File: src/hdl/hit_monitor_pkg.sv
// hit monitor package with channel counts, nominal pulse widths and shared word types
package hit_monitor_pkg;

	// channel counts
	localparam int HIT_CHANNELS  = 8; // synchronized hit lines from the front-end
	localparam int BUSY_CHANNELS = 2; // busy lines
	localparam int EVENT_LINES   = 4; // hit start, coincidence, logic match, ext trigger

	// nominal pulse widths in clocks, accepted window is width to width+2
	localparam int HIT_WIDTH  = 4; // 160 ns at 25 MHz
	localparam int BUSY_WIDTH = 4; // same window as hits

	// line vectors
	typedef logic [HIT_CHANNELS-1:0]  hit_vec_t;  // one bit per hit line
	typedef logic [BUSY_CHANNELS-1:0] busy_vec_t; // one bit per busy line

	// channel indices
	typedef logic [$clog2(HIT_CHANNELS)-1:0]  hit_sel_t;  // 3 bits
	typedef logic [$clog2(BUSY_CHANNELS)-1:0] busy_sel_t; // 1 bit

	// counter words
	typedef logic [31:0] monit_cnt_t; // monitored hit count
	typedef logic [15:0] event_cnt_t; // busy, event and trigger counts
	typedef logic [7:0]  err_cnt_t;   // saturating width error count
	typedef logic [2:0]  width_cnt_t; // high cycles seen by a width checker

endpackage

File: src/hdl/monitor_control.sv
// monitor control: input edge detection, update-end edge and rotating hit channel selector
`timescale 1ns/1ps

module monitor_control (
	input  logic                       clk_in,
	input  logic                       rst_in,
	input  hit_monitor_pkg::hit_vec_t  hit_syn_in,            // synchronized hit lines
	input  hit_monitor_pkg::busy_vec_t busy_syn_in,           // synchronized busy lines
	input  logic                       update_end_in,         // end of remote monitor update
	input  hit_monitor_pkg::hit_sel_t  hit_monit_fix_sel_in,  // fixed hit channel
	input  hit_monitor_pkg::busy_sel_t busy_monit_fix_sel_in, // fixed busy channel
	output hit_monitor_pkg::hit_sel_t  hit_monit_sel,         // rotating hit channel
	output logic                       fix_hit_level,
	output logic                       fix_hit_edge,
	output logic                       rot_hit_level,
	output logic                       rot_hit_edge,
	output logic                       busy_level,
	output logic                       busy_edge
);

	hit_monitor_pkg::hit_vec_t  hit_r;     // hit lines one cycle ago
	hit_monitor_pkg::busy_vec_t busy_r;    // busy lines one cycle ago
	hit_monitor_pkg::hit_vec_t  hit_rise;  // leading edges of all hit lines
	hit_monitor_pkg::busy_vec_t busy_rise; // leading edges of all busy lines
	logic                       update_end_r;
	logic                       update_end_rise;

	always_ff @(posedge clk_in) begin
		if (rst_in) begin
			hit_r         <= '0;
			busy_r        <= '0;
			update_end_r  <= 1'b0;
			hit_monit_sel <= '0;
		end else begin
			hit_r        <= hit_syn_in;
			busy_r       <= busy_syn_in;
			update_end_r <= update_end_in;
			if (update_end_rise)
				hit_monit_sel <= hit_monit_sel + 1'b1; // next channel once the readout is done
		end
	end

	assign hit_rise        = hit_syn_in & ~hit_r;
	assign busy_rise       = busy_syn_in & ~busy_r;
	assign update_end_rise = update_end_in & ~update_end_r; // level may last several clocks

	// channel muxes
	assign fix_hit_level = hit_syn_in[hit_monit_fix_sel_in];
	assign fix_hit_edge  = hit_rise[hit_monit_fix_sel_in];
	assign rot_hit_level = hit_syn_in[hit_monit_sel];
	assign rot_hit_edge  = hit_rise[hit_monit_sel];
	assign busy_level    = busy_syn_in[busy_monit_fix_sel_in];
	assign busy_edge     = busy_rise[busy_monit_fix_sel_in];

	// the rotating channel moves only right after an update end
	a_sel_moves_on_update_end: assert property (@(posedge clk_in) disable iff (rst_in)
		!$stable(hit_monit_sel) |-> $past(update_end_rise))
		else $error("hit_monit_sel changed without an update_end rising edge");

endmodule

File: src/hdl/pulse_width_checker.sv
// pulse width checker: idle/check FSM that flags a selected pulse shorter or longer than nominal
`timescale 1ns/1ps

module pulse_width_checker #(
	parameter int PULSE_WIDTH = hit_monitor_pkg::HIT_WIDTH // nominal width in clocks
) (
	input  logic clk_in,
	input  logic rst_in,
	input  logic level,         // selected line level
	input  logic pulse_edge,    // leading edge of the same line
	input  logic update_end_in, // aborts a running check
	output logic width_err      // one-cycle flag of a bad width
);

	logic                         checking;     // FSM state, high while a pulse is measured
	logic                         checking_nxt;
	hit_monitor_pkg::width_cnt_t  width_cnt;    // high cycles after the edge cycle
	logic                         too_long;
	logic                         too_short;

	// width_cnt holds N-1 for a pulse of N cycles when the line drops
	assign too_long  = (width_cnt > PULSE_WIDTH + 1);
	assign too_short = !level && (width_cnt < PULSE_WIDTH - 1);

	always_comb begin
		if (!checking) begin
			checking_nxt = pulse_edge && !update_end_in; // a line stuck high or low never starts
		end else begin
			// leave on update end, on an overlong pulse or when the pulse is over
			checking_nxt = !(update_end_in || too_long || !level);
		end
	end

	always_ff @(posedge clk_in) begin
		if (rst_in) begin
			checking  <= 1'b0;
			width_cnt <= '0;
			width_err <= 1'b0;
		end else begin
			checking <= checking_nxt;
			if (!checking) begin
				width_cnt <= '0;
				width_err <= 1'b0;
			end else begin
				if (level && !too_long)
					width_cnt <= width_cnt + 1'b1; // stops at PULSE_WIDTH+2
				// an update end overlapping the pulse masks the flag
				width_err <= !update_end_in && (too_long || too_short);
			end
		end
	end

	// the width counter stays inside its window
	a_width_cnt_bound: assert property (@(posedge clk_in) disable iff (rst_in)
		width_cnt <= PULSE_WIDTH + 2)
		else $error("width counter above PULSE_WIDTH+2");

endmodule

File: src/hdl/monitor_counters.sv
// monitor counters: selected hit and busy edge counts and saturating width error counts
`timescale 1ns/1ps

module monitor_counters (
	input  logic                        clk_in,
	input  logic                        rst_in,
	input  logic                        update_end_in, // holds every counter at zero
	input  logic                        fix_hit_edge,
	input  logic                        rot_hit_edge,
	input  logic                        busy_edge,
	input  logic                        fix_hit_err,
	input  logic                        rot_hit_err,
	input  logic                        busy_err,
	output hit_monitor_pkg::monit_cnt_t hit_monit_cnt_0,    // fixed hit channel
	output hit_monitor_pkg::monit_cnt_t hit_monit_cnt_1,    // rotating hit channel
	output hit_monitor_pkg::event_cnt_t busy_monit_cnt,
	output hit_monitor_pkg::err_cnt_t   hit_monit_err_cnt,  // both hit checkers
	output hit_monitor_pkg::err_cnt_t   busy_monit_err_cnt
);

	logic hit_err; // either hit checker flagged this cycle

	assign hit_err = fix_hit_err || rot_hit_err; // coincident flags count once

	// edge counters
	always_ff @(posedge clk_in) begin
		if (rst_in || update_end_in) begin
			hit_monit_cnt_0 <= '0;
			hit_monit_cnt_1 <= '0;
			busy_monit_cnt  <= '0;
		end else begin
			if (fix_hit_edge)
				hit_monit_cnt_0 <= hit_monit_cnt_0 + 1'b1;
			if (rot_hit_edge)
				hit_monit_cnt_1 <= hit_monit_cnt_1 + 1'b1;
			if (busy_edge)
				busy_monit_cnt <= busy_monit_cnt + 1'b1; // wraps at 16 bits
		end
	end

	// width error counters, stop at full scale
	always_ff @(posedge clk_in) begin
		if (rst_in || update_end_in) begin
			hit_monit_err_cnt  <= '0;
			busy_monit_err_cnt <= '0;
		end else begin
			if (hit_err && (hit_monit_err_cnt != '1))
				hit_monit_err_cnt <= hit_monit_err_cnt + 1'b1;
			if (busy_err && (busy_monit_err_cnt != '1))
				busy_monit_err_cnt <= busy_monit_err_cnt + 1'b1;
		end
	end

endmodule

File: src/hdl/tmr_trigger_counter.sv
// effective trigger counter: three redundant copies with bitwise majority vote and scrub
`timescale 1ns/1ps

module tmr_trigger_counter (
	input  logic                        clk_in,
	input  logic                        rst_in,
	input  logic                        eff_trg_in, // counted on every high cycle
	output hit_monitor_pkg::event_cnt_t eff_trg_cnt // voted count, doubles as trigger id
);

	hit_monitor_pkg::event_cnt_t cnt_a;
	hit_monitor_pkg::event_cnt_t cnt_b;
	hit_monitor_pkg::event_cnt_t cnt_c;
	hit_monitor_pkg::event_cnt_t cnt_vote; // bitwise majority of the copies
	logic                        copy_err; // copies disagree

	assign cnt_vote = (cnt_a & cnt_b) | (cnt_a & cnt_c) | (cnt_b & cnt_c);
	assign copy_err = (cnt_a != cnt_b) || (cnt_a != cnt_c);

	always_ff @(posedge clk_in) begin
		if (rst_in) begin
			cnt_a <= '0;
			cnt_b <= '0;
			cnt_c <= '0;
		end else if (eff_trg_in) begin
			cnt_a <= cnt_a + 1'b1;
			cnt_b <= cnt_b + 1'b1;
			cnt_c <= cnt_c + 1'b1;
		end else if (copy_err) begin
			cnt_a <= cnt_vote; // scrub a flipped copy between triggers
			cnt_b <= cnt_vote;
			cnt_c <= cnt_vote;
		end
	end

	// output register for timing
	always_ff @(posedge clk_in) begin
		if (rst_in)
			eff_trg_cnt <= '0;
		else
			eff_trg_cnt <= cnt_vote;
	end

	// a disagreement outside a trigger cycle is repaired in one clock
	a_scrub_repairs: assert property (@(posedge clk_in) disable iff (rst_in)
		copy_err && !eff_trg_in |=> !copy_err)
		else $error("trigger counter copies still differ after scrub");

endmodule

File: src/hdl/event_counters.sv
// event counters: rising-edge counts of the four trigger-path strobes
`timescale 1ns/1ps

module event_counters (
	input  logic                        clk_in,
	input  logic                        rst_in,
	input  logic                        hit_start_in,
	input  logic                        coincid_trg_in,  // one clock wide
	input  logic                        logic_match_in,
	input  logic                        ext_trg_syn_in,
	output hit_monitor_pkg::event_cnt_t hit_start_cnt,
	output hit_monitor_pkg::event_cnt_t coincid_trg_cnt,
	output hit_monitor_pkg::event_cnt_t logic_match_cnt,
	output hit_monitor_pkg::event_cnt_t ext_trg_cnt
);

	logic [hit_monitor_pkg::EVENT_LINES-1:0] strobe;      // all strobes side by side
	logic [hit_monitor_pkg::EVENT_LINES-1:0] strobe_r;    // previous cycle
	logic [hit_monitor_pkg::EVENT_LINES-1:0] strobe_rise;
	hit_monitor_pkg::event_cnt_t             cnt [hit_monitor_pkg::EVENT_LINES];

	assign strobe      = {ext_trg_syn_in, logic_match_in, coincid_trg_in, hit_start_in};
	assign strobe_rise = strobe & ~strobe_r; // a held level counts once

	always_ff @(posedge clk_in) begin
		if (rst_in) begin
			strobe_r <= '0;
			for (int i = 0; i < hit_monitor_pkg::EVENT_LINES; i++)
				cnt[i] <= '0;
		end else begin
			strobe_r <= strobe;
			for (int i = 0; i < hit_monitor_pkg::EVENT_LINES; i++)
				if (strobe_rise[i])
					cnt[i] <= cnt[i] + 1'b1; // wraps at 16 bits
		end
	end

	assign hit_start_cnt   = cnt[0];
	assign coincid_trg_cnt = cnt[1];
	assign logic_match_cnt = cnt[2];
	assign ext_trg_cnt     = cnt[3];

endmodule

File: src/hdl/hit_trigger_monitor.sv
// hit and trigger rate monitor top: control, width checkers and counter blocks
`timescale 1ns/1ps

module hit_trigger_monitor (
	input  logic                        clk_in,
	input  logic                        rst_in,
	input  hit_monitor_pkg::hit_vec_t   hit_syn_in,
	input  hit_monitor_pkg::busy_vec_t  busy_syn_in,
	input  logic                        hit_start_in,
	input  logic                        update_end_in,          // level, one or more clocks
	input  logic                        eff_trg_in,
	input  logic                        coincid_trg_in,
	input  logic                        logic_match_in,
	input  logic                        ext_trg_syn_in,
	input  hit_monitor_pkg::hit_sel_t   hit_monit_fix_sel_in,
	input  hit_monitor_pkg::busy_sel_t  busy_monit_fix_sel_in,
	output hit_monitor_pkg::hit_sel_t   hit_monit_sel_out,      // rotating channel now counted
	output hit_monitor_pkg::err_cnt_t   hit_monit_err_cnt_out,
	output hit_monitor_pkg::err_cnt_t   busy_monit_err_cnt_out,
	output hit_monitor_pkg::monit_cnt_t hit_monit_cnt_0_out,    // fixed channel hits
	output hit_monitor_pkg::monit_cnt_t hit_monit_cnt_1_out,    // rotating channel hits
	output hit_monitor_pkg::event_cnt_t busy_monit_cnt_out,
	output hit_monitor_pkg::event_cnt_t hit_start_cnt_out,
	output hit_monitor_pkg::event_cnt_t logic_match_cnt_out,
	output hit_monitor_pkg::event_cnt_t eff_trg_cnt_out,
	output hit_monitor_pkg::event_cnt_t coincid_trg_cnt_out,
	output hit_monitor_pkg::event_cnt_t ext_trg_cnt_out
);

	logic fix_hit_level;
	logic fix_hit_edge;
	logic rot_hit_level;
	logic rot_hit_edge;
	logic busy_level;
	logic busy_edge;
	logic fix_hit_err; // width flags from the three checkers
	logic rot_hit_err;
	logic busy_err;

	monitor_control i_monitor_control (
		.clk_in                (clk_in),
		.rst_in                (rst_in),
		.hit_syn_in            (hit_syn_in),
		.busy_syn_in           (busy_syn_in),
		.update_end_in         (update_end_in),
		.hit_monit_fix_sel_in  (hit_monit_fix_sel_in),
		.busy_monit_fix_sel_in (busy_monit_fix_sel_in),
		.hit_monit_sel         (hit_monit_sel_out),
		.fix_hit_level         (fix_hit_level),
		.fix_hit_edge          (fix_hit_edge),
		.rot_hit_level         (rot_hit_level),
		.rot_hit_edge          (rot_hit_edge),
		.busy_level            (busy_level),
		.busy_edge             (busy_edge)
	);

	pulse_width_checker #(.PULSE_WIDTH(hit_monitor_pkg::HIT_WIDTH)) i_fix_hit_checker (
		.clk_in        (clk_in),
		.rst_in        (rst_in),
		.level         (fix_hit_level),
		.pulse_edge    (fix_hit_edge),
		.update_end_in (update_end_in),
		.width_err     (fix_hit_err)
	);

	pulse_width_checker #(.PULSE_WIDTH(hit_monitor_pkg::HIT_WIDTH)) i_rot_hit_checker (
		.clk_in        (clk_in),
		.rst_in        (rst_in),
		.level         (rot_hit_level),
		.pulse_edge    (rot_hit_edge),
		.update_end_in (update_end_in), // also covers the selector step
		.width_err     (rot_hit_err)
	);

	pulse_width_checker #(.PULSE_WIDTH(hit_monitor_pkg::BUSY_WIDTH)) i_busy_checker (
		.clk_in        (clk_in),
		.rst_in        (rst_in),
		.level         (busy_level),
		.pulse_edge    (busy_edge),
		.update_end_in (update_end_in),
		.width_err     (busy_err)
	);

	monitor_counters i_monitor_counters (
		.clk_in             (clk_in),
		.rst_in             (rst_in),
		.update_end_in      (update_end_in),
		.fix_hit_edge       (fix_hit_edge),
		.rot_hit_edge       (rot_hit_edge),
		.busy_edge          (busy_edge),
		.fix_hit_err        (fix_hit_err),
		.rot_hit_err        (rot_hit_err),
		.busy_err           (busy_err),
		.hit_monit_cnt_0    (hit_monit_cnt_0_out),
		.hit_monit_cnt_1    (hit_monit_cnt_1_out),
		.busy_monit_cnt     (busy_monit_cnt_out),
		.hit_monit_err_cnt  (hit_monit_err_cnt_out),
		.busy_monit_err_cnt (busy_monit_err_cnt_out)
	);

	tmr_trigger_counter i_tmr_trigger_counter (
		.clk_in      (clk_in),
		.rst_in      (rst_in),
		.eff_trg_in  (eff_trg_in),
		.eff_trg_cnt (eff_trg_cnt_out)
	);

	event_counters i_event_counters (
		.clk_in          (clk_in),
		.rst_in          (rst_in),
		.hit_start_in    (hit_start_in),
		.coincid_trg_in  (coincid_trg_in),
		.logic_match_in  (logic_match_in),
		.ext_trg_syn_in  (ext_trg_syn_in),
		.hit_start_cnt   (hit_start_cnt_out),
		.coincid_trg_cnt (coincid_trg_cnt_out),
		.logic_match_cnt (logic_match_cnt_out),
		.ext_trg_cnt     (ext_trg_cnt_out)
	);

endmodule

File: config.mk
export PLATFORM = sky130hd
export DESIGN_NAME = hit_trigger_monitor
export DESIGN_NICKNAME = d
export VERILOG_FILES = /design/src/hdl/hit_monitor_pkg.sv /design/src/hdl/monitor_control.sv /design/src/hdl/pulse_width_checker.sv /design/src/hdl/monitor_counters.sv /design/src/hdl/tmr_trigger_counter.sv /design/src/hdl/event_counters.sv /design/src/hdl/hit_trigger_monitor.sv
export SDC_FILE = /design/constraint.sdc
export NUM_CORES = 1
export LEC_CHECK = 0
export ABC_AREA = 1
export BUFFER_PORTS_ARGS = -buffer_cell sky130_fd_sc_hd__buf_2
export CORE_MARGIN = 4
export CORE_UTILIZATION = 25
export CTS_BUF_LIST = sky130_fd_sc_hd__clkbuf_2
export DETAILED_ROUTE_END_ITERATION = 10
export PLACE_DENSITY = 0.48
export SLEW_MARGIN = 20
export SYNTH_ARGS = -nofsm -noshare
export SYNTH_HDL_FRONTEND = slang
export SYNTH_SLANG_ARGS = --single-unit
File: constraint.sdc
create_clock -name clk_in -period 2.3 [get_ports clk_in]
set_clock_uncertainty 0.05 [all_clocks]
set_input_delay 0.23 -clock clk_in [delete_from_list [all_inputs] [get_ports clk_in]]
set_output_delay 0.23 -clock clk_in [all_outputs]
set_load 0.02 [all_outputs]
==> impl_metrics.tcl, run 1 <==
set metrics [dict create \
    synth_top_cell_by_area "dfxtp_1" \
    worstPathArrival_ns 2.88 \
    grt_overflow 0 \
    core-area_sq_mm 0.05770 \
    vdd_drop_max_mv 0.3620 \
    finalSetupTns_ns 0 \
    path_delay_family "simple AND/OR/NAND/NOR gates" \
    cts_buffer_depth 3 \
    path_class "flip-flop to flip-flop" \
    num_rows 88 \
    max_slew.worst_pin.slew_ns 0.6967 \
    cellPowerDensity_mw_per_mm2 697.7 \
    grt_pass1_wl_mm 75.87 \
    maxSlewViolCount 0 \
    setup_violations 0 \
    slowest_delay_ns 0.45 \
    drt_first_pass_iters 5 \
    wl_mm 46.58 \
    nets 2578 \
    clock-sinks 257 \
    start_util_pct 25.23 \
    dp_cells 3130 \
    gp_congestion 0.8617 \
    worst-path-buf-inv 1 \
    intPower_w 0.007859 \
    power_frac_comb_pct 25.4 \
    fmax_mhz 484.0 \
    max_slew_margin_pct 53.24 \
    antenna_found_initial 1 \
    grt_use_total_pct 14.67 \
    hold_viol 0 \
    switching_share_pct 37.30 \
    synth_top_area_share_pct 26.55 \
    clockRootBuffer "clkbuf_2" \
    grt_pass1_vias 14676 \
    syn-num-nets 2241 \
    drc 0 \
    cts_tree "yes" \
    drive_above_1_share_pct 15.48 \
    ys_seq_area_share_pct 39.75 \
    vias 15169 \
    fill_cells 6436 \
    path_cells "ha_1 > nor2_1 > and2_0 > nand3b_1 > nor2_2 > nand2_2 > buf_4 > o21ai_0 > nor2_1" \
    die_h_um 249.3 \
    finalNonFillerCells 3337 \
    status "finished clean" \
    cp_max_fo 29 \
    worstHoldPathCells 6 \
    num_io_pins 201 \
    yosysWarnings 0 \
    synth_cell_types 37 \
    power.share.sequential_pct 42.6 \
    dp_hpwl_mm 33.48 \
    drtIter0Drc 857 \
    max_cap_viol_count 0 \
    die_area_sq_mm 0.06214 \
    final_cell_mix "nand2_1, nor2_1, inv_1" \
    min_path_type "input port to flip-flop" \
    htreeDepth 3 \
    die_w_um 249.3 \
    path_depth 9 \
    hold_ws_ns 0.2585 \
    drtAntennaViolNets 0 \
    clk_pin_slew_ns 0.10 \
    end_kind "flip-flop" \
    synthCells 2168 \
    grt_max_degree 53 \
    p_clk_share_pct 32.0 \
    avgRoutedWirePerCell_um 13.96 \
    required_ns 3.11 \
    cts_setup_buffers 0 \
    crit_slowest_cell "dfxtp_1" \
    syn-cell-area_sq_mm 0.01455 \
    reg2reg_depth 9 \
    syn_to_final_growth_pct 23.44 \
    via_per_inst 4.546 \
    cts_buffers 83 \
    p_switching_w 0.004676 \
    period_share_pct 89.83 \
    start_kind "flip-flop" \
    cp_common_cell "nor2_1" \
    layout_commonest_cell "nand2_1" \
    portBuffers 200 \
    leakage_nw 7.806 \
    clk-insertion-delay-late_ns 1.04 \
    layout_min_cycle_time_ns 2.066 \
    rsz0062_at_grt "no" \
    synth.ff_latch_count 257 \
    synth.avg_cell_area_sq_um 6.713 \
    synth_area_leaders "dfxtp_1, nand2_1, edfxtp_1, nor2_1, inv_1" \
]
-- path summary, 6_finish.rpt --
| path | from | slack, ns | end |
|---|---|---|---|
| setup / recovery | i_tmr_trigger_counter.cnt_a[7]$_SDFFE_PP0P_ | 0.23 | i_tmr_trigger_counter.cnt_b[5]$_SDFFE_PP0P_ |
| hold / removal | update_end_in | 0.26 | i_monitor_counters.hit_monit_cnt_0[10]$_SDFFE_PP0P_ |
| setup reg to reg | i_tmr_trigger_counter.cnt_a[7]$_SDFFE_PP0P_ | 0.23 | i_tmr_trigger_counter.cnt_b[5]$_SDFFE_PP0P_ |
| hold reg to reg | i_busy_checker.checking$_SDFF_PP0_ | 0.41 | i_busy_checker.checking$_SDFF_PP0_ |
-- worst reg2reg max path: cells and delay by family (launching register included) --
kind / cells / cell delay [ns]
compound gates: 1 / 0.21
fa+ha+maj: 1 / 0.27
buf+inv: 1 / 0.23
flops: 1 / 0.45
simple gates: 6 / 0.68
-- through the flow --
stage | power (W) | utilization, % | cell area, sq um | worst slack (ns)
after floorplan | 0.007577 | - | 14550 | 0.3218
after global placement | 0.008515 | 28.79 | 16610 | 0.3106
after detailed placement | 0.008554 | 28.79 | 16610 | 0.3057
after CTS | 0.01284 | 31.15 | 17970 | 0.02017
after global routing | 0.01356 | 31.14 | 17970 | 0.01673
final | 0.01253 | 31.14 | 17970 | 0.2339
-- flip-flops by register name (all words and copies together), names as in the netlist, 8 cells and up --
signal,cells
i_tmr_trigger_counter.cnt_b,16
i_monitor_counters.hit_monit_err_cnt,8
i_monitor_control.hit_r,8
i_monitor_counters.busy_monit_cnt,16
i_monitor_counters.hit_monit_cnt_1,32
i_monitor_counters.hit_monit_cnt_0,32
i_monitor_counters.busy_monit_err_cnt,8
i_tmr_trigger_counter.cnt_c,16
i_tmr_trigger_counter.cnt_a,16
i_event_counters.cnt,64
i_tmr_trigger_counter.eff_trg_cnt,16
-- cell type report --
class	count	area (sq um)	area share, %
diodes	1	2.502	0.01393
repair buffers	302	1917	10.67
clock buffers	121	605.6	3.371
clock inverters	30	196.4	1.093
flip-flops and latches	257	5787	32.21
well taps	765	957.2	5.328
multi-input cells	1612	7566	42.11
inverters	249	934.6	5.202
-- cell families after synthesis --
logic type / Yosys count / synth area share, %
xor+xnor: 30 / 1.805
flops: 257 / 39.75
fa+ha+maj: 51 / 4.384
buf+inv: 299 / 8.313
simple gates: 1211 / 34.41
compound gates: 320 / 11.33
-- routing by layer --
layer	GRT usage, %	share of wire, %	up-vias
li1	-	-	7779
met1	18.53	45	6935
met2	24.10	46	355
met3	3.383	5.6	100
met4	6.264	3.1	0
met5	0	0	-
-- power groups by stage --
stage | registers [W] | clock network (W) | logic, W
after floorplan | 0.00551 | 0 | 0.00206
after global placement | 0.00542 | 0 | 0.00309
after detailed placement | 0.00544 | 0 | 0.00312
after CTS | 0.00533 | 0.00429 | 0.00321
after global routing | 0.00540 | 0.00453 | 0.00363
final | 0.00534 | 0.00401 | 0.00319
-- timing repair --
| item | 4_1_cts | 5_1_grt |
|---|---|---|
| pin swaps | 0 | 0 |
| gates resized for setup | 1 | 0 |
| endpoints found under the setup margin | 1 | 5 |
| endpoints found under the hold margin | 320 | 0 |
| hold buffers | 56 | 0 |
-- cells in the mapped netlist (all sizes together) --
master / number
edfxtp: 64
and3: 1
a21oi: 156
a211oi: 5
inv: 248
nor3b: 2
o21ai: 135
o21a: 2
xnor2: 12
clkbuf: 18
ha: 51
a31oi: 20
nand3b: 5
nand2: 527
nor4: 2
buf: 32
xor2: 18
clkinv: 1
nor3: 50
nor2: 419
o211ai: 2
and2: 1
or2: 6
nand4: 29
nand3: 169
dfxtp: 193
No activity file was read; power rests on OpenSTA's default activity.
==> run 2: changes to the inputs <==
Settings changed: CORE_MARGIN 4 to 2, SLEW_MARGIN 20 to default.
==> run 2 against run 1 <==
Compared with the run above: non-clock buffer count unchanged; final area fell by 0.63%; combinational power about the same; critical endpoint is now i_tmr_trigger_counter.cnt_c[2]$_SDFFE_PP0P_; largest power group unchanged; highest routed layer unchanged.
==> impl_metrics.tcl, run 2 (synthesis gave the netlist of run 1 again) <==
set metrics [dict create \
    fmax_mhz 469.5 \
    largest_register_ff_count 64 \
    regMostFlops "i_event_counters.cnt" \
    die_w_um 245.3 \
    syn_to_final_growth_pct 22.67 \
    period_share_pct 92.61 \
    cts_buffer_depth 3 \
    drt_first_pass_iters 5 \
    rsz0062_at_grt "no" \
    cts_buffers 81 \
    drive_above_1_share_pct 15.27 \
    gp_congestion 0.8553 \
    drtAntennaViolNets 0 \
    timing.rr.start "i_tmr_trigger_counter.cnt_a[12]$_SDFFE_PP0P_" \
    grt_use_total_pct 15.16 \
    core-area_sq_mm 0.05759 \
    cts_tree "yes" \
    die_h_um 245.3 \
    num_rows 88 \
    vdd_drop_max_mv 0.3354 \
    start_util_pct 25.27 \
    clock-sinks 257 \
    grt_pass1_wl_mm 73.64 \
    avgRoutedWirePerCell_um 14.00 \
    setup_violations 0 \
    top_regs "i_event_counters.cnt x64, i_monitor_counters.hit_monit_cnt_0 x32, i_monitor_counters.hit_monit_cnt_1 x32" \
    maxSlewViolCount 0 \
    min_path_type "input port to flip-flop" \
    final_cell_mix "nand2_1, nor2_1, inv_1" \
    end_kind "flip-flop" \
    layout_commonest_cell "nand2_1" \
    finalSetupTns_ns 0 \
    htreeDepth 3 \
    clk_pin_slew_ns 0.11 \
    via_per_inst 4.516 \
    max_cap_viol_count 0 \
    power.total_w 0.01218 \
    wl_mm 46.46 \
    hold_viol 0 \
    status "finished clean" \
    die_area_sq_mm 0.06016 \
    start_kind "flip-flop" \
    dp_hpwl_mm 33.61 \
    worstPathArrival_ns 3.01 \
    worstSetupStartpoint "i_tmr_trigger_counter.cnt_a[12]$_SDFFE_PP0P_" \
    antenna_found_initial 1 \
    required_ns 3.18 \
    worst_slack_ns 0.1699 \
    grt_pass1_vias 13970 \
    cp_max_fo 12 \
    grt_overflow 0 \
    clk-insertion-delay-late_ns 1.00 \
    nets 2576 \
    grt_max_degree 53 \
    max_slew.worst_pin.slew_ns 0.5405 \
    drtIter0Drc 908 \
    pre_cts_slack_ns 0.2121 \
    cellPowerDensity_mw_per_mm2 682.0 \
    portBuffers 200 \
    min_from "eff_trg_in" \
    utilization_pct 31.00 \
    clockRootBuffer "clkbuf_2" \
    vias 14993 \
    path_class "flip-flop to flip-flop" \
    num_io_pins 201 \
    layout_min_cycle_time_ns 2.130 \
    drc 0 \
    fill_cells 6351 \
    leakage_nw 7.746 \
    max_slew_margin_pct 63.58 \
]
[run 2: cell types whose count changed in the layout (fill, tap and decap cells not counted)]
| cell | delta |
|---|---|
| clkinv_1 | -8 |
| clkbuf_2 | -5 |
| clkinv_2 | -3 |
| bufinv_16 | -2 |
| buf_12 | +1 |
| dfxtp_1 | +1 |
| dfxtp_2 | -1 |
| dlygate4sd3_1 | -1 |
| inv_2 | +1 |
| nand3_1 | -1 |
| nand3_2 | +1 |
[run 2: final cells by class]
| type | instances | area (sq um) | area share (%) |
|---|---|---|---|
| diodes | 1 | 2.502 | 0.01402 |
| well taps | 765 | 957.2 | 5.361 |
| clock buffers | 116 | 580.6 | 3.252 |
| repair buffers | 302 | 1927 | 10.79 |
| clock inverters | 18 | 95.09 | 0.5326 |
| multi-input cells | 1612 | 7571 | 42.41 |
| inverters | 249 | 934.6 | 5.235 |
| flip-flops and latches | 257 | 5786 | 32.41 |
[run 2: metal layers]
layer | part of all wire [%] | GRT usage, %
met1 | 47 | 20.06
met3 | 4.6 | 2.876
met2 | 45 | 23.97
met5 | 0 | 0
met4 | 2.9 | 6.564
[run 2: power by group]
group	switching (W)	total [W]	internal [W]
clock network	0.00218	0.00362	0.00144
logic	0.00206	0.00322	0.00116
registers	0.000370	0.00534	0.00497
total	0.00461	0.0122	0.00757
[run 2: repair_timing]
item | 4_1_cts | 5_1_grt
endpoints found under the setup margin | 0 | 2
hold buffers | 55 | 0
buffers inserted | 0 | 0
endpoints found under the hold margin | 320 | 0
resized for setup | 0 | 1
[run 2: per-stage QoR]
stage	hold WS, ns	cells	area, sq um
floorplan	0.2593	2168	14550
global placement	0.3997	3131	16630
detailed placement	0.4064	3131	16630
CTS	0.04454	3320	17860
global route	0.1754	3320	17850
finish	0.2252	3320	17850
[run 2: worst paths after layout]
kind                                                       end  slack (ns)  cells past startpoint
setup / recovery   i_tmr_trigger_counter.cnt_c[2]$_SDFFE_PP0P_        0.17                      7
hold / removal    i_tmr_trigger_counter.cnt_a[15]$_SDFFE_PP0P_        0.23                      5
setup reg to reg   i_tmr_trigger_counter.cnt_c[2]$_SDFFE_PP0P_        0.17                      7
hold reg to reg             i_busy_checker.checking$_SDFF_PP0_        0.42                      1
[run 2: worst max-delay path, cell delays in order (launching register included)]
cell,delay (ns)
dfxtp_1,0.43
ha_1,0.28
nor3_1,0.29
nand3b_1,0.16
nor2_1,0.34
buf_4,0.26
nand2_1,0.07
a21oi_1,0.14
